## config.mk

```make
export PLATFORM = sky130hd
export DESIGN_NAME = dispatch_ctrl
export DESIGN_NICKNAME = d
export VERILOG_FILES = /design/src/source/regstage_pkg.sv /design/src/source/dispatch_ctrl.sv
export SDC_FILE = /design/constraint.sdc
export NUM_CORES = 1
export LEC_CHECK = 0
export BUFFER_PORTS_ARGS = -buffer_cell sky130_fd_sc_hd__buf_2
export CORE_ASPECT_RATIO = 0.6
export CORE_MARGIN = 2
export CORE_UTILIZATION = 38
export CTS_CLUSTER_DIAMETER = 120
export DETAILED_ROUTE_END_ITERATION = 10
export PLACE_DENSITY = 0.79
export SETUP_SLACK_MARGIN = 0.5
export SLEW_MARGIN = 15
export SYNTH_ARGS = -nofsm -noshare
export SYNTH_HDL_FRONTEND = slang
export SYNTH_SLANG_ARGS = --single-unit
```

## constraint.sdc

```tcl
create_clock -name in_clk -period 0.8 [get_ports in_clk]
set_input_delay 0.08 -clock in_clk [delete_from_list [all_inputs] [get_ports in_clk]]
set_output_delay 0.08 -clock in_clk [all_outputs]
set_load 0.005 [all_outputs]
```

## src/source/regstage_pkg.sv

```systemverilog
package regstage_pkg;

  // Architectural register file
  localparam int gpr_count = 32;
  localparam int gpr_idx_w = 5;
  localparam int gpr_w = 64;
  localparam int zero_reg = 31;

  // Raw immediate as delivered by decode
  localparam int imm_w = 19;

  // Reorder buffer tag
  localparam int rob_idx_w = 4;

  localparam int nzcv_w = 4;

  typedef enum logic [2:0] {
    FU_OP_ADD,
    FU_OP_SUB,
    FU_OP_AND,
    FU_OP_LDUR,
    FU_OP_STUR,
    FU_OP_B_COND,
    FU_OP_ADR
  } fu_op_t;

  typedef enum logic [1:0] {
    FU_ALU,
    FU_MEM,
    FU_BRANCH
  } fu_t;

  // Standard ARM condition encodings
  typedef enum logic [3:0] {
    COND_EQ = 4'h0,
    COND_NE = 4'h1,
    COND_CS = 4'h2,
    COND_CC = 4'h3,
    COND_MI = 4'h4,
    COND_PL = 4'h5,
    COND_VS = 4'h6,
    COND_VC = 4'h7,
    COND_HI = 4'h8,
    COND_LS = 4'h9,
    COND_GE = 4'ha,
    COND_LT = 4'hb,
    COND_GT = 4'hc,
    COND_LE = 4'hd,
    COND_AL = 4'he
  } cond_t;

endpackage

```

## src/source/dispatch_ctrl.sv

```systemverilog
`timescale 1ns/1ps

module dispatch_ctrl (
  input  logic                                  in_clk,
  input  logic                                  in_rst,
  input  logic                                  in_d_done,
  input  logic [regstage_pkg::gpr_idx_w-1:0]    in_d_src1,
  input  logic [regstage_pkg::gpr_idx_w-1:0]    in_d_src2,
  input  logic [regstage_pkg::gpr_idx_w-1:0]    in_d_dst,
  input  logic                                  in_d_use_imm,
  input  logic [regstage_pkg::imm_w-1:0]        in_d_imm,
  input  logic                                  in_d_signed_imm,
  input  logic                                  in_d_set_nzcv,
  input  logic                                  in_d_uses_nzcv,
  input  regstage_pkg::fu_t                     in_d_fu_id,
  input  regstage_pkg::fu_op_t                  in_d_fu_op,
  input  regstage_pkg::cond_t                   in_d_cond,
  input  logic                                  in_d_mispredict,
  input  logic [regstage_pkg::gpr_w-1:0]        in_d_pc,
  input  logic [regstage_pkg::rob_idx_w-1:0]    in_rob_next_index,
  output logic                                  out_done,
  output logic [regstage_pkg::gpr_idx_w-1:0]    stage_src1,
  output logic [regstage_pkg::gpr_idx_w-1:0]    stage_src2,
  output logic [regstage_pkg::gpr_idx_w-1:0]    stage_dst,
  output regstage_pkg::fu_op_t                  stage_op,
  output logic                                  stage_use_imm,
  output logic                                  stage_signed_imm,
  output logic [regstage_pkg::imm_w-1:0]        stage_imm,
  output logic [regstage_pkg::gpr_w-1:0]        stage_pc,
  output logic [regstage_pkg::rob_idx_w-1:0]    stage_tag,
  output logic                                  stage_set_nzcv,
  output logic                                  rename_en,
  output logic                                  nzcv_rename_en,
  output regstage_pkg::fu_t                     out_fu_id,
  output regstage_pkg::cond_t                   out_cond,
  output logic                                  out_uses_nzcv,
  output logic                                  out_mispredict
);

  // Stage valid bit, one cycle per accepted instruction
  always_ff @(posedge in_clk) begin
    if (in_rst) begin
      out_done <= 1'b0;
    end else begin
      out_done <= in_d_done;
    end
  end

  // Decode fields held for the output cycle
  always_ff @(posedge in_clk) begin
    if (in_d_done) begin
      stage_src1       <= in_d_src1;
      stage_src2       <= in_d_src2;
      stage_dst        <= in_d_dst;
      stage_op         <= in_d_fu_op;
      stage_use_imm    <= in_d_use_imm;
      stage_signed_imm <= in_d_signed_imm;
      stage_imm        <= in_d_imm;
      stage_pc         <= in_d_pc;
      stage_tag        <= in_rob_next_index;
      stage_set_nzcv   <= in_d_set_nzcv;
      out_fu_id        <= in_d_fu_id;
      out_cond         <= in_d_cond;
      out_uses_nzcv    <= in_d_uses_nzcv;
      out_mispredict   <= in_d_mispredict;
    end
  end

  // XZR never gets a new owner
  assign rename_en = out_done &&
                     (stage_dst != regstage_pkg::gpr_idx_w'(regstage_pkg::zero_reg));

  // Flags rename even when the result goes to XZR, as for CMP
  assign nzcv_rename_en = out_done && stage_set_nzcv;

  // A strobe must bring a known destination and ROB tag
  decode_fields_known: assert property (
    @(posedge in_clk) disable iff (in_rst)
    in_d_done |-> !$isunknown({in_d_dst, in_rob_next_index})
  );

endmodule

```

==> reports/summary.md <==
The tools report the antenna diode instance count as 0. The combined buffer and inverter count along the critical path was 1; the power after layout was 16.4 mW. The cell with the biggest individual delay on the critical path was edfxtp_1.

Entering global routing, the biggest net connects 17 pins. The run gives 10,100 sq um as the full die area. For the pin with the worst max-slew slack, the measured transition is 0.172 ns. Most common cell after layout, fill and taps aside: buf_2. The count of endpoints failing hold in the final timing report came out at 117. The run gives -0.0644 ns as the worst setup timing slack at the placement stage. In this run, the number of DRC markers left after iteration 0 of detailed routing was 95. Leaving out filler cells and counting taps, the final layout contains 550. The ratio of final minimum period to clock period works out to 148%. Global routing finished with a remaining overflow of 0. The share of the Yosys chip area taken by registers is 99.2%. The highest metal layer carrying signal wires in the routed design is met4. For the final core utilization, the log shows 69.8%. Setup violations remaining at the end of the flow were counted as 119.

After layout, the minimum clock period comes to 1.18 ns. In this run, synthesis produced a sequential element count of 117. For the post-detailed-routing wire length, the log shows 9740 microns. The count of different cell masters after synthesis was 7; the H-tree level count was 4.

In this run the worst path has a maximum fanout of 2. The count of buffers inserted at the top-level ports came out at 237. In the layout the commonest cells are 236 x buf_2, 116 x edfxtp_1, 20 x clkbuf_16, 15 x buf_16, 15 x buf_6. For this run, the slowest stage of the critical path takes 0.35 ns. Global routing used 19.0% of the available tracks across all layers.

Summed over all cells, the static leakage comes to 2.79 nW. The final reports fail on hold timing, setup timing. The number of nets in the synthesized netlist is 241.

Setup repair after global routing could not meet its margin everywhere. For the initial antenna violation count, the log shows 0. In the final layout, the share of cells above drive strength 1 is 71.9%.

The filler cells instantiated in the layout total 581. TritonCTS built the clock tree. The tools report the worst hold slack as -0.147 ns. The maximum frequency from static timing analysis came out at 0.847 GHz. For this design the ratio of total power to cell area is 2580 nW/um^2. The area growth from synthesis to layout works out to 79.5%. For the count of mapped cells out of synthesis, the log shows 122. In this run the core area contains 27 standard-cell rows. Summed over all nets, wire length on met3 after detailed routing comes to 829 microns. The slack of the critical path was -0.380 ns. Summed over all nets, the half-perimeter wirelength after detailed placement is 6070 microns.

The first global-routing pass estimated 13,600 microns of wire. The width of the die came out at 128 microns. Pin placement for this block handled 238 I/O pins. At the worst endpoint, the arrival time is 1.10 ns.

The final-report max-slew violation count was 0; the post-synthesis instance area was 3530 sq um. The post-detailed-route DRC marker count was 0. For the global placer's final weighted congestion, the log shows 0.702. The kind of cell with the highest combined delay on the critical path was flip-flops. The setup path with the least slack is of type reg -> out. In this run the tightest slew margin relative to its limit is 88.5%. The total CTS buffers is 17.

The run finished, with violations left. The run gives 2,494 as the number of global-route vias before repair. Summed over all nets, wire length on met2 after detailed routing comes to 4790 microns. The number of violations of the max-capacitance limit was 0.

Clock-pin slew was measured on the worst setup and hold paths at 0.05 ns. Once the floorplan was initialized, standard cells occupied 38.9% of the core. The final route contains 2,409 vias. Walking the worst path, the cells encountered are nand3_1, o21a_1, buf_2. The root buffer cell chosen for the clock tree is clkbuf_16. The element type at the critical path end was an output port.

The routed metal-1 wirelength came out at 4030 microns. The tightest min-delay check is of the in -> reg type. VDD sags by at most 0.00158 V. Detailed-route wire length per cell: 17.7 microns. The longest clock path from root to sink contains 2 buffers. Yosys printed 0 warnings. The logs give 0 for the remaining antenna violation count after routing and 4 for the first-pass detailed-route iteration total. The core footprint was 9090 sq um. STA puts the critical path data required time at 0.72 ns. In the routed layout, each cell is associated on average with a via count of 4.38. After synthesis, the mean cell area works out to 29.0 sq um.

The TritonCTS sink count is 117, and the die height is 78.7 microns. After detailed placement, the design holds a cell count of 482. In the final design database the tool counted 541 nets.

The worst setup path is launched from a flop.
metrics by stage:
stage	setup TNS, ns	area, sq um
2_1_floorplan	0	3530
3_3_place_gp	-3.24	4940
3_5_place_dp	-4.32	4940
4_1_cts	-22.93	6200
5_1_grt	-25.60	6340
6_report	-20.49	6340
cell usage after synthesis (all sizes together):
cell type,n,area [sq um]
o21a,1,7.51
nand2,1,3.75
edfxtp,116,3480
nand3,1,5.00
nor2b,1,6.26
and2,1,6.26
dfxtp,1,20.0
path summary, 6_finish.rpt:
path	startpoint	end	cells after the start	slack, ns
max	stage_dst[1]	rename_en	3	-0.38
min	in_d_pc[20]	stage_pc[20]	1	-0.15
power by group:
group          switching, mW  total [mW]  internal [mW]
logic                  0.586        1.50          0.915
clock network           2.59        7.45           4.86
registers              0.126        7.41           7.29
total                   3.30        16.4           13.1
sequential cells by signal (all words and copies together), names as in the netlist:
| register | flops |
|---|---|
| stage_src1 | 5 |
| stage_tag | 4 |
| stage_set_nzcv | 1 |
| stage_use_imm | 1 |
| out_done | 1 |
| out_mispredict | 1 |
| stage_src2 | 5 |
| stage_op | 3 |
| out_fu_id | 2 |
| out_cond | 4 |
| stage_dst | 5 |
| stage_signed_imm | 1 |
| stage_pc | 64 |
| stage_imm | 19 |
| out_uses_nzcv | 1 |
cells by family after synthesis:
kind of cell / share of synthesized area [%]
DFF: 99.2
and+or+nand+nor: 0.602
AOI/OAI and AO/OA: 0.213
repair_timing:
action / 4_1_cts / 5_1_grt
endpoints found under the hold margin: 117 / 117
endpoints found under the setup margin: 235 / 235
setup buffers: 18 / 4
resized for setup: 36 / 5
pin swaps: 1 / 0
cloned: 12 / 3
metal layers:
metal	global-route usage [%]	up-vias
met3	7.43	10
met1	23.4	1155
met5	0	-
li1	-	1106
met2	30.3	138
met4	8.02	0
cell type report:
class	instances	area, sq um	share of cell area, %
clock inverter	13	160	2.53
sequential	117	3500	55.3
multi-input combinational	5	36.3	0.572
tap	116	145	2.29
timing repair buffer	281	2060	32.6
clock buffer	18	429	6.77
No activity file was read; power rests on OpenSTA's default activity.
