[src/source/regstage_pkg.sv]
package regstage_pkg;

  // Architectural register file
  localparam int gpr_count = 32;
  localparam int gpr_idx_w = 5;
  localparam int gpr_w = 64;
  localparam int zero_reg = 31;

  // Raw immediate as delivered by decode
  localparam int imm_w = 19;

  // Reorder buffer tag
  localparam int rob_idx_w = 4;

  localparam int nzcv_w = 4;

  typedef enum logic [2:0] {
    FU_OP_ADD,
    FU_OP_SUB,
    FU_OP_AND,
    FU_OP_LDUR,
    FU_OP_STUR,
    FU_OP_B_COND,
    FU_OP_ADR
  } fu_op_t;

  typedef enum logic [1:0] {
    FU_ALU,
    FU_MEM,
    FU_BRANCH
  } fu_t;

  // Standard ARM condition encodings
  typedef enum logic [3:0] {
    COND_EQ = 4'h0,
    COND_NE = 4'h1,
    COND_CS = 4'h2,
    COND_CC = 4'h3,
    COND_MI = 4'h4,
    COND_PL = 4'h5,
    COND_VS = 4'h6,
    COND_VC = 4'h7,
    COND_HI = 4'h8,
    COND_LS = 4'h9,
    COND_GE = 4'ha,
    COND_LT = 4'hb,
    COND_GT = 4'hc,
    COND_LE = 4'hd,
    COND_AL = 4'he
  } cond_t;

endpackage

[src/source/gpr_file.sv]
`timescale 1ns/1ps

module gpr_file (
  input  logic                                  in_clk,
  input  logic                                  in_rst,
  input  logic [regstage_pkg::gpr_idx_w-1:0]    rd1_idx,
  input  logic [regstage_pkg::gpr_idx_w-1:0]    rd2_idx,
  input  logic                                  rename_en,
  input  logic [regstage_pkg::gpr_idx_w-1:0]    rename_idx,
  input  logic [regstage_pkg::rob_idx_w-1:0]    rename_tag,
  input  logic                                  in_rob_commit,
  input  logic [regstage_pkg::gpr_idx_w-1:0]    in_rob_commit_reg,
  input  logic [regstage_pkg::rob_idx_w-1:0]    in_rob_commit_index,
  input  logic [regstage_pkg::gpr_w-1:0]        in_rob_commit_value,
  output logic [regstage_pkg::gpr_w-1:0]        rd1_value,
  output logic                                  rd1_valid,
  output logic [regstage_pkg::rob_idx_w-1:0]    rd1_tag,
  output logic [regstage_pkg::gpr_w-1:0]        rd2_value,
  output logic                                  rd2_valid,
  output logic [regstage_pkg::rob_idx_w-1:0]    rd2_tag
);

  localparam logic [regstage_pkg::gpr_idx_w-1:0] xzr =
    regstage_pkg::gpr_idx_w'(regstage_pkg::zero_reg);

  logic [regstage_pkg::gpr_w-1:0]     value_q [regstage_pkg::gpr_count];
  logic                               valid_q [regstage_pkg::gpr_count];
  logic [regstage_pkg::rob_idx_w-1:0] tag_q   [regstage_pkg::gpr_count];

  logic commit_hit;

  // Only the current owner may write the register back
  assign commit_hit = in_rob_commit && (in_rob_commit_reg != xzr) &&
                      (in_rob_commit_index == tag_q[in_rob_commit_reg]);

  always_ff @(posedge in_clk) begin
    if (in_rst) begin
      for (int i = 0; i < regstage_pkg::gpr_count; i++) begin
        value_q[i] <= '0;
        valid_q[i] <= 1'b1;
        tag_q[i]   <= '0;
      end
    end else begin
      if (commit_hit) begin
        value_q[in_rob_commit_reg] <= in_rob_commit_value;
        valid_q[in_rob_commit_reg] <= 1'b1;
      end
      // Later assignment, so a rename beats a commit to the same entry
      if (rename_en) begin
        valid_q[rename_idx] <= 1'b0;
        tag_q[rename_idx]   <= rename_tag;
      end
    end
  end

  // Read ports, XZR forced to a ready zero
  always_comb begin
    if (rd1_idx == xzr) begin
      rd1_value = '0;
      rd1_valid = 1'b1;
      rd1_tag   = '0;
    end else begin
      rd1_value = value_q[rd1_idx];
      rd1_valid = valid_q[rd1_idx];
      rd1_tag   = tag_q[rd1_idx];
    end
    if (rd2_idx == xzr) begin
      rd2_value = '0;
      rd2_valid = 1'b1;
      rd2_tag   = '0;
    end else begin
      rd2_value = value_q[rd2_idx];
      rd2_valid = valid_q[rd2_idx];
      rd2_tag   = tag_q[rd2_idx];
    end
  end

  // Relies on the control block never renaming XZR
  zero_reg_stays_valid: assert property (
    @(posedge in_clk) disable iff (in_rst)
    valid_q[regstage_pkg::zero_reg]
  );

endmodule

[config.mk]
export PLATFORM = sky130hd
export DESIGN_NAME = gpr_file
export DESIGN_NICKNAME = d
export VERILOG_FILES = /design/src/source/regstage_pkg.sv /design/src/source/gpr_file.sv
export SDC_FILE = /design/constraint.sdc
export NUM_CORES = 2
export LEC_CHECK = 0
export BUFFER_PORTS_ARGS = -buffer_cell sky130_fd_sc_hd__buf_2
export CORE_AREA = 10 10 575 577
export CTS_CLUSTER_SIZE = 24
export DETAILED_ROUTE_END_ITERATION = 10
export DIE_AREA = 0 0 585 587
export PLACE_DENSITY = 0.65
export SLEW_MARGIN = 30
export SYNTH_ARGS = -nofsm -noshare
export SYNTH_HDL_FRONTEND = slang
export SYNTH_SLANG_ARGS = --single-unit
[constraint.sdc]
create_clock -name in_clk -period 5.9 [get_ports in_clk]
set_clock_uncertainty 0.05 [all_clocks]
set_input_delay 0.295 -clock in_clk [delete_from_list [all_inputs] [get_ports in_clk]]
set_output_delay 0.295 -clock in_clk [all_outputs]
set_load 0.1 [all_outputs]
==> out/results.ini <==
[final_layout]
final_util_pct=44.0
drive_gt1_share_pct=45.7
stdcell_area_um2=141000
final_nets=7961
areaGrowthSynthToFinish_pct=10.5

[timing]
worst_pin_slew_ns=1.16
slew_headroom_pct=21.9
finalCritPeriodShare_pct=74.1
hold_viol=0
final_max_slew_viol_count=0
fin_tns_setup_ns=0
max_freq_mhz=229
rsz0062_at_grt=no
layout_min_cycle_time_ns=4.37
final-setup-viol-count=0

[critical_path]
crit_end=rd2_value[56]
r2r_start=tag_q[15][2]$_SDFFCE_PN0P_
reg2reg_to=value_q[13][40]$_SDFFCE_PN0P_
cp-end-kind=primary output
crit_chain=buf_8 > buf_12 > buf_4 > mux4_2 > mux2i_1 > nor2_1 > a2111oi_1 > buf_4 > nor3_1 > buf_2
arrival_ns=4.03
crit_buf_inv=5
cp_num_cells=10
crit_path_max_fanout=49
crit_path_frequent_cell=buf_4
startpoint=rd2_idx[0]
crit_path_start_kind=input port
crit_path_top_delay_cell=a2111oi_1
crit_type=input port to primary output
critPathMaxStageDelay_ns=0.88
required_ns=5.56
crit_family=buffers and inverters
rr_worst_depth=7
r2r_slack_ns=1.55

[floorplan]
ioPinCount=234
core.rowCount=208
start_util_pct=39.8
die_area_um2=343000
die-height_um=587
die_x_um=585
core_um2=320000

[power]
p_leak_nw=44.5
swShare_pct=28.2
clkPwrFrac_pct=40.4
switching_power_mw=11.1
p_per_area_nw_per_um2=279
ir_drop_v=0.000224
power_mw=39.2
combinationalPowerShare_pct=14.0
p_seq_share_pct=45.6
p_int_mw=28.2

[logic_synthesis]
syn-cell-area_um2=127000
ys_types=53
syn_inst=8066
async_reset_ff_share_pct=0
synth_ff_type=edfxtp_1
synth-edff-count=2176
synth_seq_cells=2208
ys_warn_count=0
seq_area_frac_synth_pct=51.9
avgSynthCellArea_um2=15.8

[cts]
clockBufferDepth=4
h-tree-depth=5
numCtsBuffers=262
insertion_delay_ns=0.92
clock-sinks=2208
post-cts-setup-buffers=0
clkTransAtPathRegs_ns=0.06
root_buffer=clkbuf_16
cts_resized=0
cts_tree=built

[grt]
grtUsageTotal_pct=25.4
grt-ovfl-total=0
antenna_found_initial=11
grt_pass1_vias=83200
grt_first_pass_wirelength_um=634000
grt_max_degree=147

[drt]
first_iter_violations=11600
routedWlPerCell_um=36.9
drcViolationCount=0
routed_via_density=6.77
totalWireLength_um=452000
num_vias=83000
first_pass_iters=8
ant_nets=0

[outcome]
status=completed

[hold_path]
min_path_type=input port to register

[placement]
post-dp-hpwl_um=245000
gp_congestion=0.917
port_buffers=233
placed_cell_area_um2=132000

[job]
drv_cap=0

==> cell type report <==
| type | instances | area (um2) |
|---|---|---|
| fill | 27900 | 179000 |
| sequential | 2208 | 66000 |
| multi-input combinational | 4738 | 55600 |
| clock buffer | 326 | 6900 |
| timing repair buffer | 575 | 5370 |
| tap | 4200 | 5260 |
| clock inverter | 128 | 1200 |
| inverter | 80 | 300 |
| antenna | 6 | 15.0 |
==> synthesized netlist by cell type (all sizes together) (3+ instances only) <==
cell type,instances,area [um2]
mux2i,529,5300
buf,641,4590
nand4bb,4,45.0
nor4,7,68.8
a211oi,63,473
o21bai,31,233
a2111oi,55,482
o31ai,31,233
and3b,5,43.8
nand2b,19,119
or4b,4,55.1
mux4,1116,25100
inv,80,300
and3,65,407
a21boi,3,45.1
or3,3,18.8
nor2b,4,25.0
nor2,247,927
dfxtp,32,641
nand4b,4,35.0
nand2,67,251
o21ai,16,80.1
nand3b,6,45.0
or2,18,113
o22ai,102,644
a21oi,32,160
nor3b,4,30.0
nor3,2060,18000
or3b,4,35.0
nand3,5,25.0
clkbuf,462,1740
and2,65,407
edfxtp,2176,65300
o221ai,98,1100
==> state kept, by name, indices dropped and copies added, names as in the netlist <==
register	count
value_q	2048
tag_q	128
valid_q	32
==> worst min-delay path, cell delays in order <==
cell    delay (ns)
buf_2         0.08
inv_1         0.03
buf_4         0.27
nor3_2        0.22
==> layout by cell type, fill, tap and decap left out, types with 34 or more instances in the layout <==
| cell type | instances |
|---|---|
| a2111oi_0 | 47 |
| a211oi_1 | 63 |
| and2_1 | 64 |
| and3_1 | 65 |
| buf_12 | 119 |
| buf_2 | 221 |
| buf_4 | 210 |
| clkbuf_1 | 59 |
| clkbuf_16 | 267 |
| clkinv_1 | 52 |
| clkinv_2 | 34 |
| conb_1 | 64 |
| edfxtp_1 | 2176 |
| inv_1 | 70 |
| mux2i_1 | 528 |
| mux4_2 | 1116 |
| nand2_1 | 67 |
| nor2_1 | 244 |
| nor3_1 | 522 |
| nor3_2 | 1538 |
| o221ai_1 | 66 |
| o22ai_1 | 101 |
==> cell families (layout without fill, tap and decap cells) <==
logic type      count (synthesis)  after routing  share of synthesized area, %
flops                        2208           2208                          51.9
other cells                     1             70                       0.00295
mux                          1645           1645                          23.9
compound gates                433            433                          2.72
buf+inv                      1183           1109                          5.21
simple gates                 2596           2596                          16.3
==> per-stage QoR <==
stage / instances / hold WS, ns / setup slack, ns
4_1_cts: 12300 / 0.000226 / 1.66
3_3_place_gp: 11800 / 0.413 / 0.804
3_5_place_dp: 11800 / 0.427 / 1.10
5_1_grt: 12300 / 0.0468 / 1.49
2_1_floorplan: 8129 / 0.400 / 0.206
6_report: 12300 / 0.0368 / 1.53
==> metal layers <==
metal	track usage [%]	wire length, um	share of wire (%)
met1	33.0	164000	36
met2	40.1	211000	47
met3	5.68	49500	11
met4	12.6	27000	6.0
met5	0.0981	59	0.013
==> what timing repair did <==
item	in CTS	in global routing
hold buffers	10	0
endpoints found under the setup margin	0	0
hold endpoints to repair	108	0
==> how the worst min path moves through the flow <==
stage                             from                       endpoint  slack, ns  cells after the start
3_5_place_dp     valid_q[8]$_SDFF_PP0_          valid_q[8]$_SDFF_PP0_       0.43                      2
4_1_cts        in_rob_commit_value[59]  value_q[15][59]$_SDFFCE_PN0P_     0.0002                      3
6_report       in_rob_commit_value[21]  value_q[23][21]$_SDFFCE_PN0P_       0.04                      4
2_1_floorplan   valid_q[11]$_SDFF_PP0_         valid_q[11]$_SDFF_PP0_       0.40                      2
5_1_grt        in_rob_commit_value[33]  value_q[27][33]$_SDFFCE_PN0P_       0.05                      4
3_3_place_gp    valid_q[23]$_SDFF_PP0_         valid_q[23]$_SDFF_PP0_       0.41                      2
==> power by group through the flow <==
| stage | clock, mW | combinational, mW | sequential (mW) |
|---|---|---|---|
| 2_1_floorplan | 0 | 3.69 | 18.2 |
| 3_3_place_gp | 0 | 5.38 | 18.2 |
| 3_5_place_dp | 0 | 5.42 | 18.2 |
| 4_1_cts | 16.0 | 5.43 | 17.9 |
| 5_1_grt | 16.6 | 5.62 | 17.9 |
| 6_report | 15.8 | 5.49 | 17.9 |
Power figures use the tool's default switching activity.
