## src/source/regstage_pkg.sv

```systemverilog
package regstage_pkg;

  // Architectural register file
  localparam int gpr_count = 32;
  localparam int gpr_idx_w = 5;
  localparam int gpr_w = 64;
  localparam int zero_reg = 31;

  // Raw immediate as delivered by decode
  localparam int imm_w = 19;

  // Reorder buffer tag
  localparam int rob_idx_w = 4;

  localparam int nzcv_w = 4;

  typedef enum logic [2:0] {
    FU_OP_ADD,
    FU_OP_SUB,
    FU_OP_AND,
    FU_OP_LDUR,
    FU_OP_STUR,
    FU_OP_B_COND,
    FU_OP_ADR
  } fu_op_t;

  typedef enum logic [1:0] {
    FU_ALU,
    FU_MEM,
    FU_BRANCH
  } fu_t;

  // Standard ARM condition encodings
  typedef enum logic [3:0] {
    COND_EQ = 4'h0,
    COND_NE = 4'h1,
    COND_CS = 4'h2,
    COND_CC = 4'h3,
    COND_MI = 4'h4,
    COND_PL = 4'h5,
    COND_VS = 4'h6,
    COND_VC = 4'h7,
    COND_HI = 4'h8,
    COND_LS = 4'h9,
    COND_GE = 4'ha,
    COND_LT = 4'hb,
    COND_GT = 4'hc,
    COND_LE = 4'hd,
    COND_AL = 4'he
  } cond_t;

endpackage

```

## src/source/operand_select.sv

```systemverilog
`timescale 1ns/1ps

module operand_select (
  input  regstage_pkg::fu_op_t                  stage_op,
  input  logic                                  stage_use_imm,
  input  logic                                  stage_signed_imm,
  input  logic [regstage_pkg::imm_w-1:0]        stage_imm,
  input  logic [regstage_pkg::gpr_w-1:0]        stage_pc,
  input  logic [regstage_pkg::gpr_w-1:0]        rd1_value,
  input  logic                                  rd1_valid,
  input  logic [regstage_pkg::gpr_w-1:0]        rd2_value,
  input  logic                                  rd2_valid,
  output logic [regstage_pkg::gpr_w-1:0]        src1_value,
  output logic                                  src1_valid,
  output logic [regstage_pkg::gpr_w-1:0]        src2_value,
  output logic                                  src2_valid
);

  localparam int pad_w = regstage_pkg::gpr_w - regstage_pkg::imm_w;

  logic [regstage_pkg::gpr_w-1:0] ext_imm;
  logic                           fill;

  // Sign bit or zero fills the upper part
  assign fill    = stage_signed_imm & stage_imm[regstage_pkg::imm_w-1];
  assign ext_imm = {{pad_w{fill}}, stage_imm};

  always_comb begin
    case (stage_op)
      regstage_pkg::FU_OP_LDUR,
      regstage_pkg::FU_OP_STUR: begin
        // Address is folded here when the base is ready
        src1_valid = rd1_valid;
        if (rd1_valid) begin
          src1_value = rd1_value + ext_imm;
        end else begin
          src1_value = ext_imm;
        end
      end
      regstage_pkg::FU_OP_B_COND,
      regstage_pkg::FU_OP_ADR: begin
        src1_value = stage_pc;
        src1_valid = 1'b1;
      end
      default: begin
        src1_value = rd1_value;
        src1_valid = rd1_valid;
      end
    endcase
  end

  // Immediate form needs no register
  always_comb begin
    if (stage_use_imm) begin
      src2_value = ext_imm;
      src2_valid = 1'b1;
    end else begin
      src2_value = rd2_value;
      src2_valid = rd2_valid;
    end
  end

endmodule

```

## config.mk

```make
export PLATFORM = sky130hd
export DESIGN_NAME = operand_select
export DESIGN_NICKNAME = d
export VERILOG_FILES = /design/src/source/regstage_pkg.sv /design/src/source/operand_select.sv
export SDC_FILE = /design/constraint.sdc
export NUM_CORES = 1
export LEC_CHECK = 0
export ABC_AREA = 1
export BUFFER_PORTS_ARGS = -buffer_cell sky130_fd_sc_hd__buf_4
export CAP_MARGIN = 20
export CORE_MARGIN = 4
export CORE_UTILIZATION = 35
export DETAILED_ROUTE_END_ITERATION = 10
export PLACE_DENSITY = 0.66
export REMOVE_ABC_BUFFERS = 1
export SLEW_MARGIN = 20
export SYNTH_ARGS = -nofsm -noshare
export SYNTH_HDL_FRONTEND = slang
export SYNTH_SLANG_ARGS = --single-unit
```

## constraint.sdc

```tcl
create_clock -name vclk -period 3.2
set_input_delay 0.48 -clock vclk [all_inputs]
set_output_delay 0.48 -clock vclk [all_outputs]
set_load 0.01 [all_outputs]
```

==> flow_metrics.tcl, run 1 <==
set metrics [dict create \
    fin_ws_ns 0.08184 \
    post-route-drc-count 0 \
    gp_congestion 1.008 \
    synth_top_area_cell "nand2_1" \
    place_ws_ns -0.06352 \
    design.seq.count 0 \
    arrival_ns 2.64 \
    grt_pass1_vias 11620 \
    maxCapViolations 0 \
    routed_wl_um 43670 \
    min_period_ns 3.118 \
    synth-seq-area-share 0 \
    tightest_slew_ns 0.6189 \
    layout.nets 2501 \
    path_class "input pin to primary output" \
    core_area_um2 22640 \
    setup_violations 0 \
    end_kind "primary output" \
    maxSlewViolCount 0 \
    synth_most_common_cell "nand2_1" \
    yosys_warnings 0 \
    die-area_um2 25540 \
    postCtsHoldBufs 0 \
    num_rows 55 \
    ios 348 \
    hpwl_um 37180 \
    first_pass_iters 5 \
    globalRouteOverflowTotal 0 \
    period_share 0.9744 \
    place_area_um2 11880 \
    grt_pass1_wl_um 65110 \
    avgViaCountPerCell 5.046 \
    seq_area_um2 0 \
    p_leak_nw 7.634 \
    netlist_area_um2 8068 \
    grt_setup_unrepaired "true" \
    synthTopCellsByCount "nand2_1 (866), inv_1 (290), nand3_1 (152), nor2_1 (137), o21ai_0 (75)" \
    path_max_fanout 4 \
    holdWs_ns 1.226 \
    nClkBuffers 0 \
    area_growth_pct 53.52 \
    slew-limit-headroom 0.5874 \
    max-vdd-ir-drop_uv 152.3 \
    antenna_found_initial 1 \
    drt_iter0_drc 1135 \
    start_kind "input pin" \
    required_ns 2.72 \
    fin_area_um2 12390 \
    port_buffers 348 \
    avgRoutedWirePerCell_um 17.16 \
    grt_usage 0.3147 \
    vias 12840 \
    diodes 0 \
    yosys-top-cells-area "nand2_1 (40%), inv_1 (13%), nand3_1 (9.4%)" \
    die_y_um 159.8 \
    avgSynthCellArea_um2 4.418 \
    drive_above_1_share 0.2988 \
    netlist_instances 1826 \
    max_freq_mhz 320.7 \
    total_power_mw 2.256 \
    die_w_um 159.8 \
    synthDistinctLibCells 41 \
    timing_hold_violations_final 0 \
    yosysTopAreaCellShare 0.4029 \
    ant_nets 0 \
    start_util 0.3563 \
    grt_start_max_net_pins 66 \
    hold_path_class "input pin to primary output" \
    pwr_density_cell_nw_per_um2 182.2 \
    status "complete, no violations" \
]
[kinds of logic (layout without fill, tap and decap cells)]
family	Yosys count	count (layout)	share of synthesized area
AOI/OAI and AO/OA	183	183	0.1304
and+or+nand+nor	1234	1234	0.6317
xor gates and xnor gates	18	18	0.01954
buffers and inverters	369	802	0.1833
adders and majority gates	22	22	0.03505
[worst max-delay path: stages]
cell and delay (ns):
buf_4 0.15, ha_1 0.37, nand2_1 0.13, o21ai_1 0.26
buf_4 0.16, nand2_1 0.04, nand2_1 0.16, inv_2 0.08
nand2_4 0.11, nand2_1 0.16, nand3_1 0.12, nand2_1 0.05
o21ai_1 0.12, nand3_1 0.09, buf_4 0.16
[cell type report]
| class | instances | area [um2] |
|---|---|---|
| timing repair buffer | 492 | 3811 |
| inverter | 310 | 1166 |
| tap | 285 | 356.6 |
| fill | 2551 | 10250 |
| multi-input combinational | 1457 | 7052 |
[per-layer routing]
layer	part of all wire	global-route usage	wire length, um
met5	0.00016	0	7
met4	0.018	0.04654	794
met3	0.095	0.05445	4136
met2	0.41	0.4605	17700
met1	0.48	0.4870	21030
[through the flow]
stage | std cells | util | TNS (ns)
floorplan | 1767 | - | -96.64
detailed placement | 2541 | 0.5246 | -0.08830
global placement | 2541 | 0.5246 | -0.09681
finish | 2544 | 0.5471 | 0
global route | 2544 | 0.5471 | -0.04046
CTS | 2541 | 0.5248 | 0
[power breakdown]
part           leakage (nW)  switching [mW]  total, mW  internal [mW]
clock                     0               0          0              0
combinational          7.63            1.30       2.26          0.952
sequential                0               0          0              0
[path summary, 6_finish.rpt]
path,startpoint,endpoint,depth (start not counted)
setup / recovery,stage_imm[17],src1_value[39],15
hold / removal,rd2_valid,src2_valid,3
[layout by cell type (no fill, tap or decap), types with 3 or more instances in the layout]
master and count:
inv_1 287, a21oi_2 12, ha_2 5, buf_4 482, o211ai_1 21, nor3_2 4, nand3_2 24, nand3_1 140
nand2_1 835, nand2_4 4, buf_12 6, nor2_4 14, a41oi_1 5, nand2_2 46, ha_1 9, nor2_1 106
ha_4 7, o21ai_1 11, xor2_1 17, nand4_1 16, inv_2 20, nor2_2 36, a21oi_1 43, and2_1 3
o21ai_0 74
[repair_timing]
item,4_1_cts,5_1_grt
buffers inserted,0,1
endpoints found under the hold margin,0,0
pin swaps,0,5
setup endpoints to repair,3,43
gates resized for setup,2,116
cloned,0,2
Note: power is estimated with default switching activity, not from simulation.
==> run 2: changes to the inputs <==
--- a/config.mk
+++ b/config.mk
@@ -8,7 +8,7 @@
 export ABC_AREA = 1
 export BUFFER_PORTS_ARGS = -buffer_cell sky130_fd_sc_hd__buf_4
 export CAP_MARGIN = 20
-export CORE_MARGIN = 4
+export CORE_MARGIN = 10
 export CORE_UTILIZATION = 35
 export DETAILED_ROUTE_END_ITERATION = 10
 export PLACE_DENSITY = 0.66
==> run 2 against run 1 <==
Flip-flop and latch count did not move. Hold slack worse by 0.0019 ns. Die area increased by 16%. Largest cell class unchanged. Fmax down 1.8%. Clock-buffer cell count is the same. Final cell count is 2.0% higher.
==> flow_metrics.tcl, run 2 (synthesis results as in run 1) <==
set metrics [dict create \
    status "complete, no violations" \
    end_kind "primary output" \
    final_cell_count_no_fill 2596 \
    grt_pass1_wl_um 69140 \
    first_pass_iters 6 \
    maxSlewViolCount 0 \
    place_area_um2 12240 \
    fin_area_um2 12810 \
    grt_usage 0.3004 \
    design.seq.count 0 \
    port_buffers 348 \
    total_power_mw 2.367 \
    min_period_ns 3.177 \
    avgViaCountPerCell 5.097 \
    hold_path_class "input pin to primary output" \
    num_rows 55 \
    required_ns 2.72 \
    post-route-drc-count 0 \
    period_share 0.9927 \
    hpwl_um 40840 \
    nClkBuffers 0 \
    max_freq_mhz 314.8 \
    mostFrequentLayoutCells "nand2_1 (833), buf_4 (526), inv_1 (286)" \
    fill_cells 2534 \
    die_w_um 171.8 \
    gp_congestion 1.034 \
    pwr_density_cell_nw_per_um2 184.8 \
    layout.nets 2552 \
    timing_hold_violations_final 0 \
    start_kind "input pin" \
    drive_above_1_share 0.3139 \
    avgRoutedWirePerCell_um 18.60 \
    path_class "input pin to primary output" \
    place_ws_ns -0.1212 \
    final_core_util 0.5660 \
    drt_iter0_drc 1313 \
    die-area_um2 29520 \
    arrival_ns 2.70 \
    ant_nets 0 \
    slew-limit-headroom 0.4672 \
    vias 13230 \
    antenna_found_initial 1 \
    dp.cells 2584 \
    globalRouteOverflowTotal 0 \
    p_leak_nw 7.914 \
    die_y_um 171.8 \
    tightest_slew_ns 0.7943 \
    routed_wl_um 48290 \
    final_common_cell "nand2_1" \
    grt_setup_unrepaired "true" \
    ios 348 \
    maxCapViolations 0 \
    start_util 0.3563 \
    path_max_fanout 3 \
    grt_start_max_net_pins 65 \
    holdWs_ns 1.224 \
    setup_violations 0 \
    seq_area_um2 0 \
    fin_ws_ns 0.02333 \
    area_growth_pct 58.82 \
    max-vdd-ir-drop_uv 147.3 \
    grt_pass1_vias 12170 \
    finalSetupTns_ns 0 \
    core_area_um2 22640 \
]
## run 2: changes by cell type in the layout (fill, tap and decap cells not counted), sizes merged
cell    before  now
buf        490  538
clkbuf       2    5
diode        0    1
## run 2: repair_timing
action	in CTS	in global routing
hold endpoints to repair	0	0
hold buffers	0	0
endpoints found under the setup margin	8	46
cloned	0	5
gates resized for setup	9	112
buffers inserted	0	6
pin swaps	1	12
## run 2: critical path, stage by stage
cell and delay (ns):
buf_4 0.11, ha_1 0.31, or2_2 0.33, and2_1 0.22, nand4_1 0.12, nand3_2 0.12
nand2_2 0.13, nand2_1 0.12, buf_4 0.16, nand2_1 0.07, nand2_1 0.06, nand2_1 0.05
nand3_1 0.08, nand2_2 0.12, nand2_1 0.05, buf_4 0.14
## run 2: area by class of cell
class              count  area, um2  area share
well taps            285      356.6     0.02783
multi-input cells   1457       6993      0.5457
diodes                 1      2.502   0.0001953
repair buffers       543       4295      0.3352
inverters            310       1166     0.09101
## run 2: where the power goes
part,internal [mW],switching (mW),total (mW)
Sequential,0,0,0
Clock,0.0000000418,0,0.0000000418
Combinational,1.01,1.35,2.37
## run 2: worst paths after layout
kind | cells after the start | slack (ns) | start | endpoint
min | 3 | 1.22 | rd2_valid | src2_valid
max | 16 | 0.02 | stage_imm[2] | src1_value[59]
## run 2: per-layer routing
| layer | part of all wire | global-route usage |
|---|---|---|
| met5 | 0 | 0 |
| met4 | 0.015 | 0.03036 |
| met3 | 0.11 | 0.06005 |
| met2 | 0.43 | 0.4584 |
| met1 | 0.45 | 0.4356 |
==> run 3: changes to the inputs <==
--- a/config.mk
+++ b/config.mk
@@ -9,9 +9,9 @@
 export BUFFER_PORTS_ARGS = -buffer_cell sky130_fd_sc_hd__buf_4
 export CAP_MARGIN = 20
 export CORE_MARGIN = 10
-export CORE_UTILIZATION = 35
+export CORE_UTILIZATION = 50
 export DETAILED_ROUTE_END_ITERATION = 10
-export PLACE_DENSITY = 0.66
+export PLACE_DENSITY = 0.87
 export REMOVE_ABC_BUFFERS = 1
 export SLEW_MARGIN = 20
 export SYNTH_ARGS = -nofsm -noshare
==> run 3 against run 2 <==
Wire length is 15% lower. Combinational power fell by 11%. Hold slack improved by 0.00076 ns. Via count down 2.7%. First-iteration DRC count increased by 14%. Power fell by 11%. Die area down 27%.
==> flow_metrics.tcl, run 3 (synthesis results as in run 1) <==
set metrics [dict create \
    cp_slowest_cell "ha_1" \
    max-vdd-ir-drop_uv 203.8 \
    globalRouteOverflowTotal 0 \
    pwr-share-clk 0 \
    final_common_cell "nand2_1" \
    design.seq.count 0 \
    crit_buf_inv 4 \
    end_kind "primary output" \
    mostFrequentLayoutCells "nand2_1 (851), buf_4 (405), inv_1 (288)" \
    grt_busiest_layer "met2" \
    path_delay_family "simple AND/OR/NAND/NOR gates" \
    routed_wl_um 41260 \
    fin_ws_ns 0.07434 \
    grt_usage 0.3522 \
    final_core_util 0.7247 \
    path_max_fanout 4 \
    pwr_density_cell_nw_per_um2 183.2 \
    slew-limit-headroom 0.3842 \
    period_share 0.9768 \
    drive_above_1_share 0.2526 \
    seq_area_um2 0 \
    status "complete, no violations" \
    p_comb_frac 1.000 \
    area_growth_pct 42.17 \
    tightest_slew_ns 0.9181 \
    diodes 0 \
    min_period_ns 3.126 \
    cp_common_cell "nand2_1" \
    grt_start_max_net_pins 56 \
    die_w_um 147.0 \
    die-area_um2 21620 \
    use_met1 0.4889 \
    required_ns 2.72 \
    maxSlewViolCount 0 \
    switching_share 0.5932 \
    start_kind "input pin" \
    p_leak_nw 7.229 \
    final_cell_count_no_fill 2397 \
    grt_pass1_vias 11760 \
    core_area_um2 15830 \
    arrival_ns 2.65 \
    use_met3 0.1041 \
    internal_power_uw 855.1 \
    num_rows 46 \
    share_seq_of_total_power 0 \
    dp.cells 2396 \
    avgViaCountPerCell 5.369 \
    antenna_found_initial 1 \
    met2_usage 0.5301 \
    vias 12870 \
    layout.nets 2423 \
    cpPeakStageDelay_ns 0.31 \
    hpwl_um 35510 \
    ant_nets 0 \
    max_freq_mhz 319.9 \
    grt_setup_unrepaired "true" \
    drt_iter0_drc 1499 \
    post-route-drc-count 0 \
    start_util 0.5097 \
    maxCapViolations 0 \
    nClkBuffers 0 \
    p_switching_mw 1.247 \
    grt_pass1_wl_um 62870 \
    die_y_um 147.0 \
    gp_congestion 1.083 \
    first_pass_iters 6 \
    port_buffers 348 \
    setup_violations 0 \
    path_class "input pin to primary output" \
    critPathLaunch "stage_imm[5]" \
    hold_path_class "input pin to primary output" \
    avgRoutedWirePerCell_um 17.21 \
    worstPathCellList "buf_4 > ha_1 > buf_4 > nand2_1 > inv_1 > nand2_1 > nand3_1 > nand2_1 > nand2_2 > nand2_1 > nand2_2 > and2_1 > nor2_4 > nor2_1 > o21ai_1 > nand2_1 > buf_4" \
    hp-start "rd2_valid" \
    timing_hold_violations_final 0 \
    ios 348 \
    place_ws_ns -0.002048 \
]
## run 3: worst paths after layout
path | endpoint | slack, ns | cells after the start
max | src1_value[38] | 0.07 | 17
min | src2_valid | 1.22 | 3
## run 3: power groups by stage
stage | Combinational [mW] | Clock, mW | Sequential, mW
finish | 2.10 | 0 | 0
global route | 2.28 | 0 | 0
CTS | 2.02 | 0 | 0
detailed placement | 2.01 | 0 | 0
global placement | 1.98 | 0 | 0
floorplan | 1.03 | 0 | 0
## run 3: routing by layer
metal,vias up,routed length (um)
met5,-,7
met4,2,896
met3,78,5642
met2,791,17250
met1,5682,17470
li1,6317,-
## run 3: tightest hold or removal path, cell delays in order
cell and delay, ns:
buf_4 0.07, or2_2 0.08, buf_4 0.11
## run 3: repair_timing
item | 4_1_cts | 5_1_grt
cloned | 0 | 0
setup buffers | 0 | 1
endpoints found under the setup margin | 1 | 39
gates resized for setup | 1 | 66
hold buffers | 0 | 0
pin swaps | 0 | 2
## run 3: layout make-up
type	count	area, um2
fillers	1473	4358
inverters	310	1166
multi-input cells	1457	6822
well taps	216	270.3
repair buffers	414	3212
## run 3: stage by stage
step | cell area [um2] | TNS (ns) | total power, mW | hold slack, ns
4_1_cts | 11250 | 0 | 2.016 | 1.226
6_report | 11470 | 0 | 2.102 | 1.225
3_5_place_dp | 11240 | -0.002048 | 2.007 | 1.226
2_1_floorplan | 7752 | -96.64 | 1.030 | 1.064
5_1_grt | 11470 | -0.1287 | 2.284 | 1.242
3_3_place_gp | 11240 | 0 | 1.978 | 1.223
