--- src/source/regstage_pkg.sv ---
package regstage_pkg;

  // Architectural register file
  localparam int gpr_count = 32;
  localparam int gpr_idx_w = 5;
  localparam int gpr_w = 64;
  localparam int zero_reg = 31;

  // Raw immediate as delivered by decode
  localparam int imm_w = 19;

  // Reorder buffer tag
  localparam int rob_idx_w = 4;

  localparam int nzcv_w = 4;

  typedef enum logic [2:0] {
    FU_OP_ADD,
    FU_OP_SUB,
    FU_OP_AND,
    FU_OP_LDUR,
    FU_OP_STUR,
    FU_OP_B_COND,
    FU_OP_ADR
  } fu_op_t;

  typedef enum logic [1:0] {
    FU_ALU,
    FU_MEM,
    FU_BRANCH
  } fu_t;

  // Standard ARM condition encodings
  typedef enum logic [3:0] {
    COND_EQ = 4'h0,
    COND_NE = 4'h1,
    COND_CS = 4'h2,
    COND_CC = 4'h3,
    COND_MI = 4'h4,
    COND_PL = 4'h5,
    COND_VS = 4'h6,
    COND_VC = 4'h7,
    COND_HI = 4'h8,
    COND_LS = 4'h9,
    COND_GE = 4'ha,
    COND_LT = 4'hb,
    COND_GT = 4'hc,
    COND_LE = 4'hd,
    COND_AL = 4'he
  } cond_t;

endpackage

--- src/source/nzcv_flags.sv ---
`timescale 1ns/1ps

module nzcv_flags (
  input  logic                                  in_clk,
  input  logic                                  in_rst,
  input  logic                                  nzcv_rename_en,
  input  logic [regstage_pkg::rob_idx_w-1:0]    rename_tag,
  input  logic                                  in_rob_commit,
  input  logic                                  in_rob_set_nzcv,
  input  logic [regstage_pkg::rob_idx_w-1:0]    in_rob_commit_index,
  input  logic [regstage_pkg::nzcv_w-1:0]       in_rob_nzcv,
  output logic [regstage_pkg::nzcv_w-1:0]       nzcv,
  output logic                                  nzcv_valid,
  output logic [regstage_pkg::rob_idx_w-1:0]    nzcv_tag
);

  logic commit_hit;

  // Commit must carry flags and come from the current owner
  assign commit_hit = in_rob_commit && in_rob_set_nzcv &&
                      (in_rob_commit_index == nzcv_tag);

  always_ff @(posedge in_clk) begin
    if (in_rst) begin
      nzcv       <= '0;
      nzcv_valid <= 1'b1;
      nzcv_tag   <= '0;
    end else begin
      if (commit_hit) begin
        nzcv       <= in_rob_nzcv;
        nzcv_valid <= 1'b1;
      end
      // Rename has the last word
      if (nzcv_rename_en) begin
        nzcv_valid <= 1'b0;
        nzcv_tag   <= rename_tag;
      end
    end
  end

endmodule

--- config.mk ---
export PLATFORM = sky130hd
export DESIGN_NAME = nzcv_flags
export DESIGN_NICKNAME = d
export VERILOG_FILES = /design/src/source/regstage_pkg.sv /design/src/source/nzcv_flags.sv
export SDC_FILE = /design/constraint.sdc
export NUM_CORES = 1
export LEC_CHECK = 0
export ABC_CLOCK_PERIOD_IN_PS = 2800
export BUFFER_PORTS_ARGS = -buffer_cell sky130_fd_sc_hd__buf_2
export CAP_MARGIN = 0
export CORE_AREA = 8 8 45 47
export CTS_CLUSTER_DIAMETER = 60
export DETAILED_ROUTE_END_ITERATION = 10
export DIE_AREA = 0 0 53 55
export PLACE_DENSITY = 0.63
export SYNTH_ARGS = -nofsm -noshare
export SYNTH_HDL_FRONTEND = slang
export SYNTH_SLANG_ARGS = --single-unit
--- constraint.sdc ---
create_clock -name in_clk -period 2.8 [get_ports in_clk]
set_input_delay 0.14 -clock in_clk [delete_from_list [all_inputs] [get_ports in_clk]]
set_output_delay 0.14 -clock in_clk [all_outputs]
set_load 0.02 [all_outputs]
==> results of run 1 <==
[registers in the layout (all words and copies together), names as in the netlist]
| signal | flops |
|---|---|
| nzcv | 4 |
| nzcv_tag | 4 |
| nzcv_valid | 1 |
[area by class of cell]
cell class                 instances  area [µm²]  area share (%)
inverter                           3        11.3            1.99
tap                               16        20.0            3.54
multi-input combinational         28         203            35.8
sequential                         9         180            31.9
timing repair buffer              25         125            22.1
clock buffer                       4        26.3            4.65
[power by group through the flow]
stage | Combinational, µW | Sequential, µW | Clock, µW
floorplan | 18.1 | 147 | 0
global placement | 44.0 | 140 | 0
detailed placement | 44.4 | 140 | 0
CTS | 44.6 | 137 | 99.2
global route | 47.8 | 138 | 106
finish | 44.0 | 137 | 96.9
[stage by stage]
stage	utilization [%]	cell area (µm²)	hold slack [ns]	setup WS [ns]
finish	40.9	566	0.127	1.18
global route	40.9	566	0.132	1.11
global placement	39.0	539	0.381	1.26
detailed placement	39.0	539	0.389	1.20
CTS	40.9	566	0.130	1.19
floorplan	-	407	0.287	1.18
[layout by cell type, fill, tap and decap left out, drive strengths merged]
| master | netlist | final |
|---|---|---|
| or4b | 1 | 1 |
| mux2i | 8 | 8 |
| clkbuf | 2 | 4 |
| xor2 | 1 | 1 |
| inv | 3 | 3 |
| nor2b | 1 | 1 |
| nand2b | 8 | 8 |
| buf | 1 | 25 |
| dfxtp | 9 | 9 |
| a222oi | 1 | 1 |
| o211ai | 1 | 1 |
| nor2 | 5 | 5 |
| a21oi | 1 | 1 |
| o22ai | 1 | 1 |
[cell families (layout without fill, tap and decap cells)]
logic type / after synthesis / after routing / synth area share, %
and+or+nand+nor: 15 / 15 / 20.9
DFF: 9 / 9 / 44.3
muxes: 8 / 8 / 19.7
buffers and inverters: 6 / 32 / 5.85
AOI/OAI and AO/OA: 4 / 4 / 7.08
xor gates and xnor gates: 1 / 1 / 2.15
[per-layer routing]
| metal | vias up | share of wire, % | track usage [%] |
|---|---|---|---|
| li1 | 194 | - | - |
| met5 | - | 0 | 0 |
| met1 | 160 | 43 | 7.95 |
| met4 | 0 | 0 | 1.29 |
| met2 | 18 | 44 | 9.96 |
| met3 | 0 | 13 | 3.48 |
[worst reg2reg max path, stage by stage (launching register included)]
cell and delay [ns]:
dfxtp_1 0.35, inv_1 0.07, a222oi_1 0.29, or4b_1 0.62, mux2i_1 0.17
[worst max path at each step]
stage,from,endpoint,cells after the start
after floorplan,nzcv_tag[2]$_SDFFE_PP0P_,nzcv[0]$_SDFFE_PP0P_,5
after global placement,nzcv_tag[2]$_SDFFE_PP0P_,nzcv[0]$_SDFFE_PP0P_,4
after detailed placement,nzcv_tag[2]$_SDFFE_PP0P_,nzcv[2]$_SDFFE_PP0P_,4
after CTS,nzcv_tag[2]$_SDFFE_PP0P_,nzcv[0]$_SDFFE_PP0P_,4
after global routing,nzcv_tag[2]$_SDFFE_PP0P_,nzcv[2]$_SDFFE_PP0P_,4
final,nzcv_tag[2]$_SDFFE_PP0P_,nzcv[0]$_SDFFE_PP0P_,4
==> reports/qor.csv, run 1 <==
stage;metric;value;unit
route;Via density;4.38;
clock_tree;H-tree depth reported by CTS;1;
setup_path;Max stage delay cell, worst path;or4b_1;
sta;relative slew slack;82.7;%
synthesis;Yosys cell types;14;
sta;RSZ-0062 raised after global routing;false;
floorplanning;DIE AREA;2920;µm²
route;TritonRoute pass-1 iters;4;
power_and_ir_drop;Tot Pwr;278;µW
synthesis;Post-synth EDFFs;0;
global_route;total congestion overflow;0;
synthesis;Seq cells post-synth;9;
setup_path;Top Family by Delay on Critical Path;simple AND/OR/NAND/NOR gates;
synthesis;Synth area leaders;dfxtp_1 (44%), mux2i_1 (20%), nand2b_1 (12%), nor2_1 (4.6%), inv_1 (2.8%);
synthesis;Netlist Area Pre-Place;407;µm²
layout;fin cells;85;
clock_tree;number of setup buffers added after CTS;0;
synthesis;Syn Inst Count;43;
sta;Final Critical Period;1.62;ns
synthesis;share of Yosys cell area claimed by the top area cell type;44.3;%
floorplanning;num rows;14;
sta;Hold Vio Cnt, Final;0;
power_and_ir_drop;sequential power share;49.4;%
route;Vias;372;
sta;Post-Route Skew;0.00263;ns
power_and_ir_drop;Net Sw Frac;24.5;%
route;final wirelength;1020;µm
clock_tree;worst-skew pair later-pin latency;0.25;ns
global_route;vias in the first global route;338;
synthesis;Async S/R FF share, synth;0;%
run_status;outcome;complete, no violations;
setup_path;CP startpoint kind;register;
sta;fin crit share;57.8;%
clock_tree;CTS Hold Bufs;0;
layout;Layout fillers;147;
worst_hold_path;worst hold path endpoint;nzcv_tag[0]$_SDFFE_PP0P_;
global_route;first-pass GRT wire length;1440;µm
route;Residual DRC;0;
clock_tree;# clock sinks;9;
clock_tree;Worst-path clk slew;0.06;ns
global_route;initial antenna violation count;0;
setup_path;Slowest Stage Delay on Critical Path;0.62;ns
clock_tree;CTS Buffer Depth;2;
global_route;aggregate global-route resource usage;6.52;%
route;Starting DRT DRC Count;6;
setup_path;R2R cell count;4;
setup_path;crit-path cells;inv_1, a222oi_1, or4b_1, mux2i_1;
synthesis;Yosys top cell by area;dfxtp_1;
setup_path;WS Path Type;register to register;
worst_hold_path;class of the worst hold path;input pin to register;
route;post-route ant nets;0;
power_and_ir_drop;sw power;68.1;µW
layout;ANT cells;0;
route;Avg WL per Cell;12.0;µm
clock_tree;total CTS buffers;3;
setup_path;reg2reg start;nzcv_tag[2]$_SDFFE_PP0P_;
setup_path;required time of the critical path;2.93;ns
place;hpwl dp;825;µm
layout;Final nets;87;
floorplanning;die span in x;53;µm
power_and_ir_drop;Max IR drop VDD;194;µV
power_and_ir_drop;pwr dens;492;nW/µm²
run;max_cap viols;0;
worst_hold_path;hold path cells;3;
synthesis;register area share after synthesis;44.3;%
setup_path;WP data arrival;1.75;ns
synthesis;synth warn;0;
synthesis;Avg Cell Area, Syn;9.46;µm²
clock_tree;CTS Root Cell;clkbuf_4;
place;number of port buffers;25;
power_and_ir_drop;Pleak;0.000312;µW
place;Placer Congestion;0.743;
synthesis;leading cell types by count after synthesis;dfxtp_1 (9), mux2i_1 (8), nand2b_1 (8);
clock_tree;# resized after CTS;0;
setup_path;worst path buffer plus inverter count;1;
power_and_ir_drop;clock share of power;34.8;%
worst_hold_path;Worst Hold Launch;rename_tag[0];
synthesis;ys flop type;dfxtp_1;
power_and_ir_drop;P_int;210;µW
sta;Final setup viols;0;
floorplanning;IO Pins;26;
setup_path;Max FO, Critical Path;5;
setup_path;R2R setup slack;1.18;ns
power_and_ir_drop;Comb pwr share;15.8;%
global_route;largest net degree at the start of global routing;15;
layout;Layout area overhead;39.1;%
sta;Setup TNS;0;ns
sta;max-slew violations;0;
layout;layout cells sized above 1;40.6;%
setup_path;Crit. End Element;register;
place;placed insts;81;
floorplanning;Core Area;1380;µm²
synthesis;Post-Syn Nets;60;
sta;fmax;618;MHz
setup_path;reg-to-reg endpoint;nzcv[0]$_SDFFE_PP0P_;
sta;Worst-Margin Slew;0.260;ns
synthesis;most instantiated library cell after synthesis;dfxtp_1;
floorplanning;Starting Density;29.4;%
clock_tree;CTS tree;done;
floorplanning;die height;55;µm
Power figures use the tool's default switching activity.
==> inputs of run 2 (changes only) <==
- ABC_CLOCK_PERIOD_IN_PS: 2800 -> 1650
- clock period: 2.8 -> 1.65 ns (I/O delays scaled with it)
==> run 2 against run 1 <==
Utilization grew 0.27 points. Count of clock-buffer cells in the layout did not move. Global-route usage unchanged. Clock power grew 69%. Clock skew is essentially flat. Die area unchanged. Flip-flop and latch count is the same. Routed wire length fell by 0.20%. Non-clock buffer count stayed put. Final cell count unchanged.
==> reports/qor.csv, run 2 (synthesized netlist as in run 1, its figures left out) <==
stage;metric;value;unit
power_and_ir_drop;Pleak;0.000313;µW
sta;Hold Vio Cnt, Final;0;
run_status;outcome;complete, no violations;
sta;Post-Route Skew;0.00268;ns
global_route;aggregate global-route resource usage;6.52;%
setup_path;required time of the critical path;1.79;ns
sta;relative slew slack;83.3;%
floorplanning;num rows;14;
clock_tree;H-tree depth reported by CTS;1;
power_and_ir_drop;Max IR drop VDD;330;µV
setup_path;crit-path cells;inv_1, a222oi_1, or4b_4, mux2i_1;
route;Avg WL per Cell;12.0;µm
sta;fmax;658;MHz
route;Residual DRC;0;
setup_path;Max FO, Critical Path;5;
layout;Layout fillers;145;
route;Via density;4.35;
route;final wirelength;1020;µm
floorplanning;DIE AREA;2920;µm²
setup_path;Slowest Stage Delay on Critical Path;0.56;ns
sta;Final Critical Period;1.52;ns
clock_tree;number of setup buffers added after CTS;0;
layout;layout cells sized above 1;42.0;%
layout;most frequent cells in the layout;buf_2 (25), dfxtp_1 (9), mux2i_1 (8), nand2b_1 (8), nor2_1 (5);
global_route;total congestion overflow;0;
floorplanning;die span in x;53;µm
clock_tree;total CTS buffers;3;
clock_tree;CTS tree;done;
place;placed insts;81;
clock_tree;CTS Buffer Depth;2;
global_route;vias in the first global route;338;
layout;Final nets;87;
clock_tree;CTS Root Cell;clkbuf_4;
setup_path;reg2reg start;nzcv_tag[2]$_SDFFE_PP0P_;
power_and_ir_drop;Tot Pwr;473;µW
route;Vias;370;
route;post-route ant nets;0;
floorplanning;die height;55;µm
layout;Top Registers;nzcv (4), nzcv_tag (4), nzcv_valid (1);
layout;ANT cells;0;
setup_path;worst setup path startpoint;nzcv_tag[2]$_SDFFE_PP0P_;
layout;Finished Core Util;41.1;%
layout;fin cells;85;
route;TritonRoute pass-1 iters;4;
run;max_cap viols;0;
clock_tree;# clock sinks;9;
setup_path;R2R setup slack;0.13;ns
place;number of port buffers;25;
layout;Layout area overhead;40.0;%
setup_path;Max stage delay cell, worst path;or4b_4;
place;hpwl dp;825;µm
setup_path;crit path to;nzcv[0]$_SDFFE_PP0P_;
sta;fin crit share;92.1;%
sta;Worst-Margin Slew;0.250;ns
clock_tree;CTS Hold Bufs;0;
global_route;initial antenna violation count;0;
place;Placer Congestion;0.743;
sta;Setup TNS;0;ns
setup_path;Crit. End Element;register;
sta;Final setup viols;0;
floorplanning;Starting Density;29.4;%
sta;max-slew violations;0;
worst_hold_path;class of the worst hold path;input pin to register;
setup_path;Top Family by Delay on Critical Path;simple AND/OR/NAND/NOR gates;
setup_path;R2R cell count;4;
clock_tree;worst-skew pair later-pin latency;0.25;ns
setup_path;WS Path Type;register to register;
power_and_ir_drop;pwr dens;831;nW/µm²
floorplanning;IO Pins;26;
global_route;largest net degree at the start of global routing;15;
setup_path;WP depth;4;
setup_path;reg-to-reg endpoint;nzcv[0]$_SDFFE_PP0P_;
route;Starting DRT DRC Count;2;
sta;RSZ-0062 raised after global routing;false;
setup_path;CP startpoint kind;register;
floorplanning;Core Area;1380;µm²
layout;most common cell after layout, fill and taps aside;buf_2;
global_route;first-pass GRT wire length;1440;µm
setup_path;WP data arrival;1.66;ns
setup_path;worst path buffer plus inverter count;1;
clock_tree;Worst-path clk slew;0.06;ns
[run 2: cell counts in the layout (fill, tap and decap cells not counted)]
No cell type changed its count.
[run 2: area by class of cell]
type / count / area (µm²) / area share [%]
clock buffer: 4 / 26.3 / 4.62
inverter: 3 / 11.3 / 1.98
multi-input combinational: 28 / 206 / 36.3
sequential: 9 / 180 / 31.6
tap: 16 / 20.0 / 3.52
timing repair buffer: 25 / 125 / 22.0
[run 2: power breakdown]
part / total [µW] / switching, µW / internal (µW)
combinational: 75.5 / 38.1 / 37.4
sequential: 233 / 6.32 / 227
clock: 164 / 71.4 / 92.9
total: 473 / 116 / 357
[run 2: per-stage QoR]
step / instance area, µm² / setup slack (ns) / hold slack [ns]
after floorplan: 407 / 0.0337 / 0.230
after global placement: 539 / 0.105 / 0.323
after detailed placement: 539 / 0.0491 / 0.332
after CTS: 566 / 0.0368 / 0.0727
after global routing: 569 / 0.0694 / 0.0741
final: 569 / 0.131 / 0.0700
[run 2: worst min path at each step]
stage,slack [ns],cells after the start,start,to
after detailed placement,0.33,3,rename_tag[1],nzcv_tag[1]$_SDFFE_PP0P_
final,0.07,3,rename_tag[0],nzcv_tag[0]$_SDFFE_PP0P_
after floorplan,0.23,2,rename_tag[0],nzcv_tag[0]$_SDFFE_PP0P_
after global routing,0.07,3,rename_tag[3],nzcv_tag[3]$_SDFFE_PP0P_
after global placement,0.32,3,rename_tag[1],nzcv_tag[1]$_SDFFE_PP0P_
after CTS,0.07,3,rename_tag[3],nzcv_tag[3]$_SDFFE_PP0P_
[run 2: tightest hold or removal path: stages]
cell     delay [ns]
buf_2          0.07
mux2i_1        0.05
nor2_1         0.08
[run 2: metal layers]
layer	wire (µm)	part of all wire, %	track usage, %
met1	435	43	7.95
met2	451	44	9.96
met4	0	0	1.29
met3	134	13	3.48
met5	0	0	0
[run 2: repair_timing]
action	4_1_cts	5_1_grt
gates resized for setup	0	1
endpoints found under the setup margin	0	4
endpoints found under the hold margin	0	0
==> inputs of run 3 (changes only) <==
- ABC_CLOCK_PERIOD_IN_PS: 1650 -> 1250
- PLACE_DENSITY: 0.63 -> 0.65
- clock period: 1.65 -> 1.25 ns (I/O delays scaled with it)
==> run 3 against run 2 <==
Clock power rose by 41%. The flow now finishes with violations (setup timing). Flip-flop and latch count did not move. Critical path type unchanged. Clock skew decreased by 0.0021 ns. Sequential share of layout area is 1.5 points lower. First-iteration DRC count grew to 3.5 times the previous value. Worst hold slack worse by 0.034 ns. Critical path depth is the same.
==> reports/qor.csv, run 3 (synthesized netlist as in run 1, its figures left out) <==
stage;metric;value;unit
sta;fmax;690;MHz
layout;Finished Core Util;44.1;%
sta;Worst-Margin Slew;0.233;ns
route;Via density;4.51;
power_and_ir_drop;Pleak;0.000339;µW
setup_path;required time of the critical path;1.41;ns
setup_path;CP startpoint kind;register;
route;Starting DRT DRC Count;7;
place;placed insts;85;
clock_tree;CTS Buffer Depth;2;
global_route;total congestion overflow;0;
floorplanning;die span in x;53;µm
layout;Layout fillers;145;
floorplanning;num rows;14;
sta;Post-Route Skew;0.000570;ns
layout;Multi-input gate area;206;µm²
layout;fin cells;90;
floorplanning;die height;55;µm
clock_tree;worst-skew pair later-pin latency;0.26;ns
layout;ANT cells;0;
sta;RSZ-0062 raised after global routing;true;
route;final wirelength;1100;µm
floorplanning;Core Area;1380;µm²
route;Residual DRC;0;
global_route;vias in the first global route;439;
layout;Layout area overhead;50.2;%
floorplanning;Starting Density;29.4;%
route;TritonRoute pass-1 iters;4;
global_route;aggregate global-route resource usage;8.83;%
place;Placer Congestion;0.665;
clock_tree;CTS Root Cell;clkbuf_4;
run;max_cap viols;0;
clock_tree;total CTS buffers;3;
run_status;outcome;finished with violations;
power_and_ir_drop;pwr dens;1070;nW/µm²
sta;Setup TNS;-0.937;ns
clock_tree;# clock sinks;9;
sta;Final Critical Period;1.45;ns
place;hpwl dp;834;µm
sta;relative slew slack;84.4;%
sta;Hold Vio Cnt, Final;0;
sta;hold_ws;0.0365;ns
power_and_ir_drop;Max IR drop VDD;532;µV
clock_tree;CTS tree;done;
global_route;initial antenna violation count;0;
layout;layout cells sized above 1;48.6;%
setup_path;WS Path Type;register to register;
worst_hold_path;hold path cells;3;
layout;Top Registers;nzcv (4), nzcv_tag (4), nzcv_valid (1);
route;Avg WL per Cell;12.2;µm
clock_tree;Worst-path clk slew;0.06;ns
layout;most common cell after layout, fill and taps aside;buf_2;
power_and_ir_drop;Tot Pwr;651;µW
layout;most frequent cells in the layout;buf_2 (25), mux2i_1 (8), nand2b_1 (8), dfxtp_1 (8);
setup_path;WP data arrival;1.61;ns
floorplanning;IO Pins;26;
sta;fin crit share;116;%
floorplanning;DIE AREA;2920;µm²
worst_hold_path;class of the worst hold path;input pin to register;
sta;post-route setup slack;-0.198;ns
setup_path;Max FO, Critical Path;5;
setup_path;R2R cell count;4;
layout;Final nets;92;
route;Vias;406;
setup_path;Crit. End Element;register;
clock_tree;H-tree depth reported by CTS;1;
place;number of port buffers;25;
layout;Reg area;184;µm²
global_route;first-pass GRT wire length;1860;µm
run_status;violated checks;setup timing;
sta;max-slew violations;0;
sta;Final setup viols;5;
global_route;largest net degree at the start of global routing;15;
route;post-route ant nets;0;
-- run 3: final timing paths --
path	start	to	slack, ns
hold / removal	rename_tag[0]	nzcv_tag[0]$_SDFFE_PP0P_	0.04
setup reg to reg	nzcv_tag[2]$_SDFFE_PP0P_	nzcv[2]$_SDFFE_PP0P_	-0.20
hold reg to reg	nzcv[0]$_SDFFE_PP0P_	nzcv[0]$_SDFFE_PP0P_	0.47
setup / recovery	nzcv_tag[2]$_SDFFE_PP0P_	nzcv[2]$_SDFFE_PP0P_	-0.20
-- run 3: critical path: stages (launching register included) --
cell and delay, ns:
dfxtp_4 0.34, inv_2 0.03, a222oi_1 0.27, or4b_4 0.56
mux2i_1 0.14
-- run 3: routing by layer --
| layer | vias to the layer above | GRT usage [%] | part of all wire [%] |
|---|---|---|---|
| met4 | 0 | 3.88 | 0 |
| met1 | 180 | 8.60 | 44 |
| li1 | 203 | - | - |
| met2 | 23 | 13.3 | 42 |
| met5 | - | 0 | 0 |
| met3 | 0 | 7.49 | 14 |
-- run 3: cell type report --
cell class                 count  share of cell area [%]
multi-input combinational     28                    33.8
timing repair buffer          30                    26.6
tap                           16                    3.28
sequential                     9                    30.1
inverter                       3                    1.84
clock buffer                   4                    4.30
-- run 3: timing repair --
item / CTS / global route
endpoints found under the setup margin: 5 / 5
pin swaps: 0 / 0
buffers inserted: 0 / 1
hold buffers: 0 / 0
resized for setup: 1 / 0
-- run 3: where the power goes --
| part | internal [µW] | switching (µW) |
|---|---|---|
| logic | 60.3 | 54.2 |
| registers | 298 | 7.31 |
| clock network | 123 | 108 |
| total | 482 | 169 |
-- run 3: per-stage QoR --
step / instance area [µm²] / worst slack, ns
floorplan: 417 / -0.250
global placement: 573 / -0.270
detailed placement: 573 / -0.287
CTS: 603 / -0.211
global route: 611 / -0.298
finish: 611 / -0.198
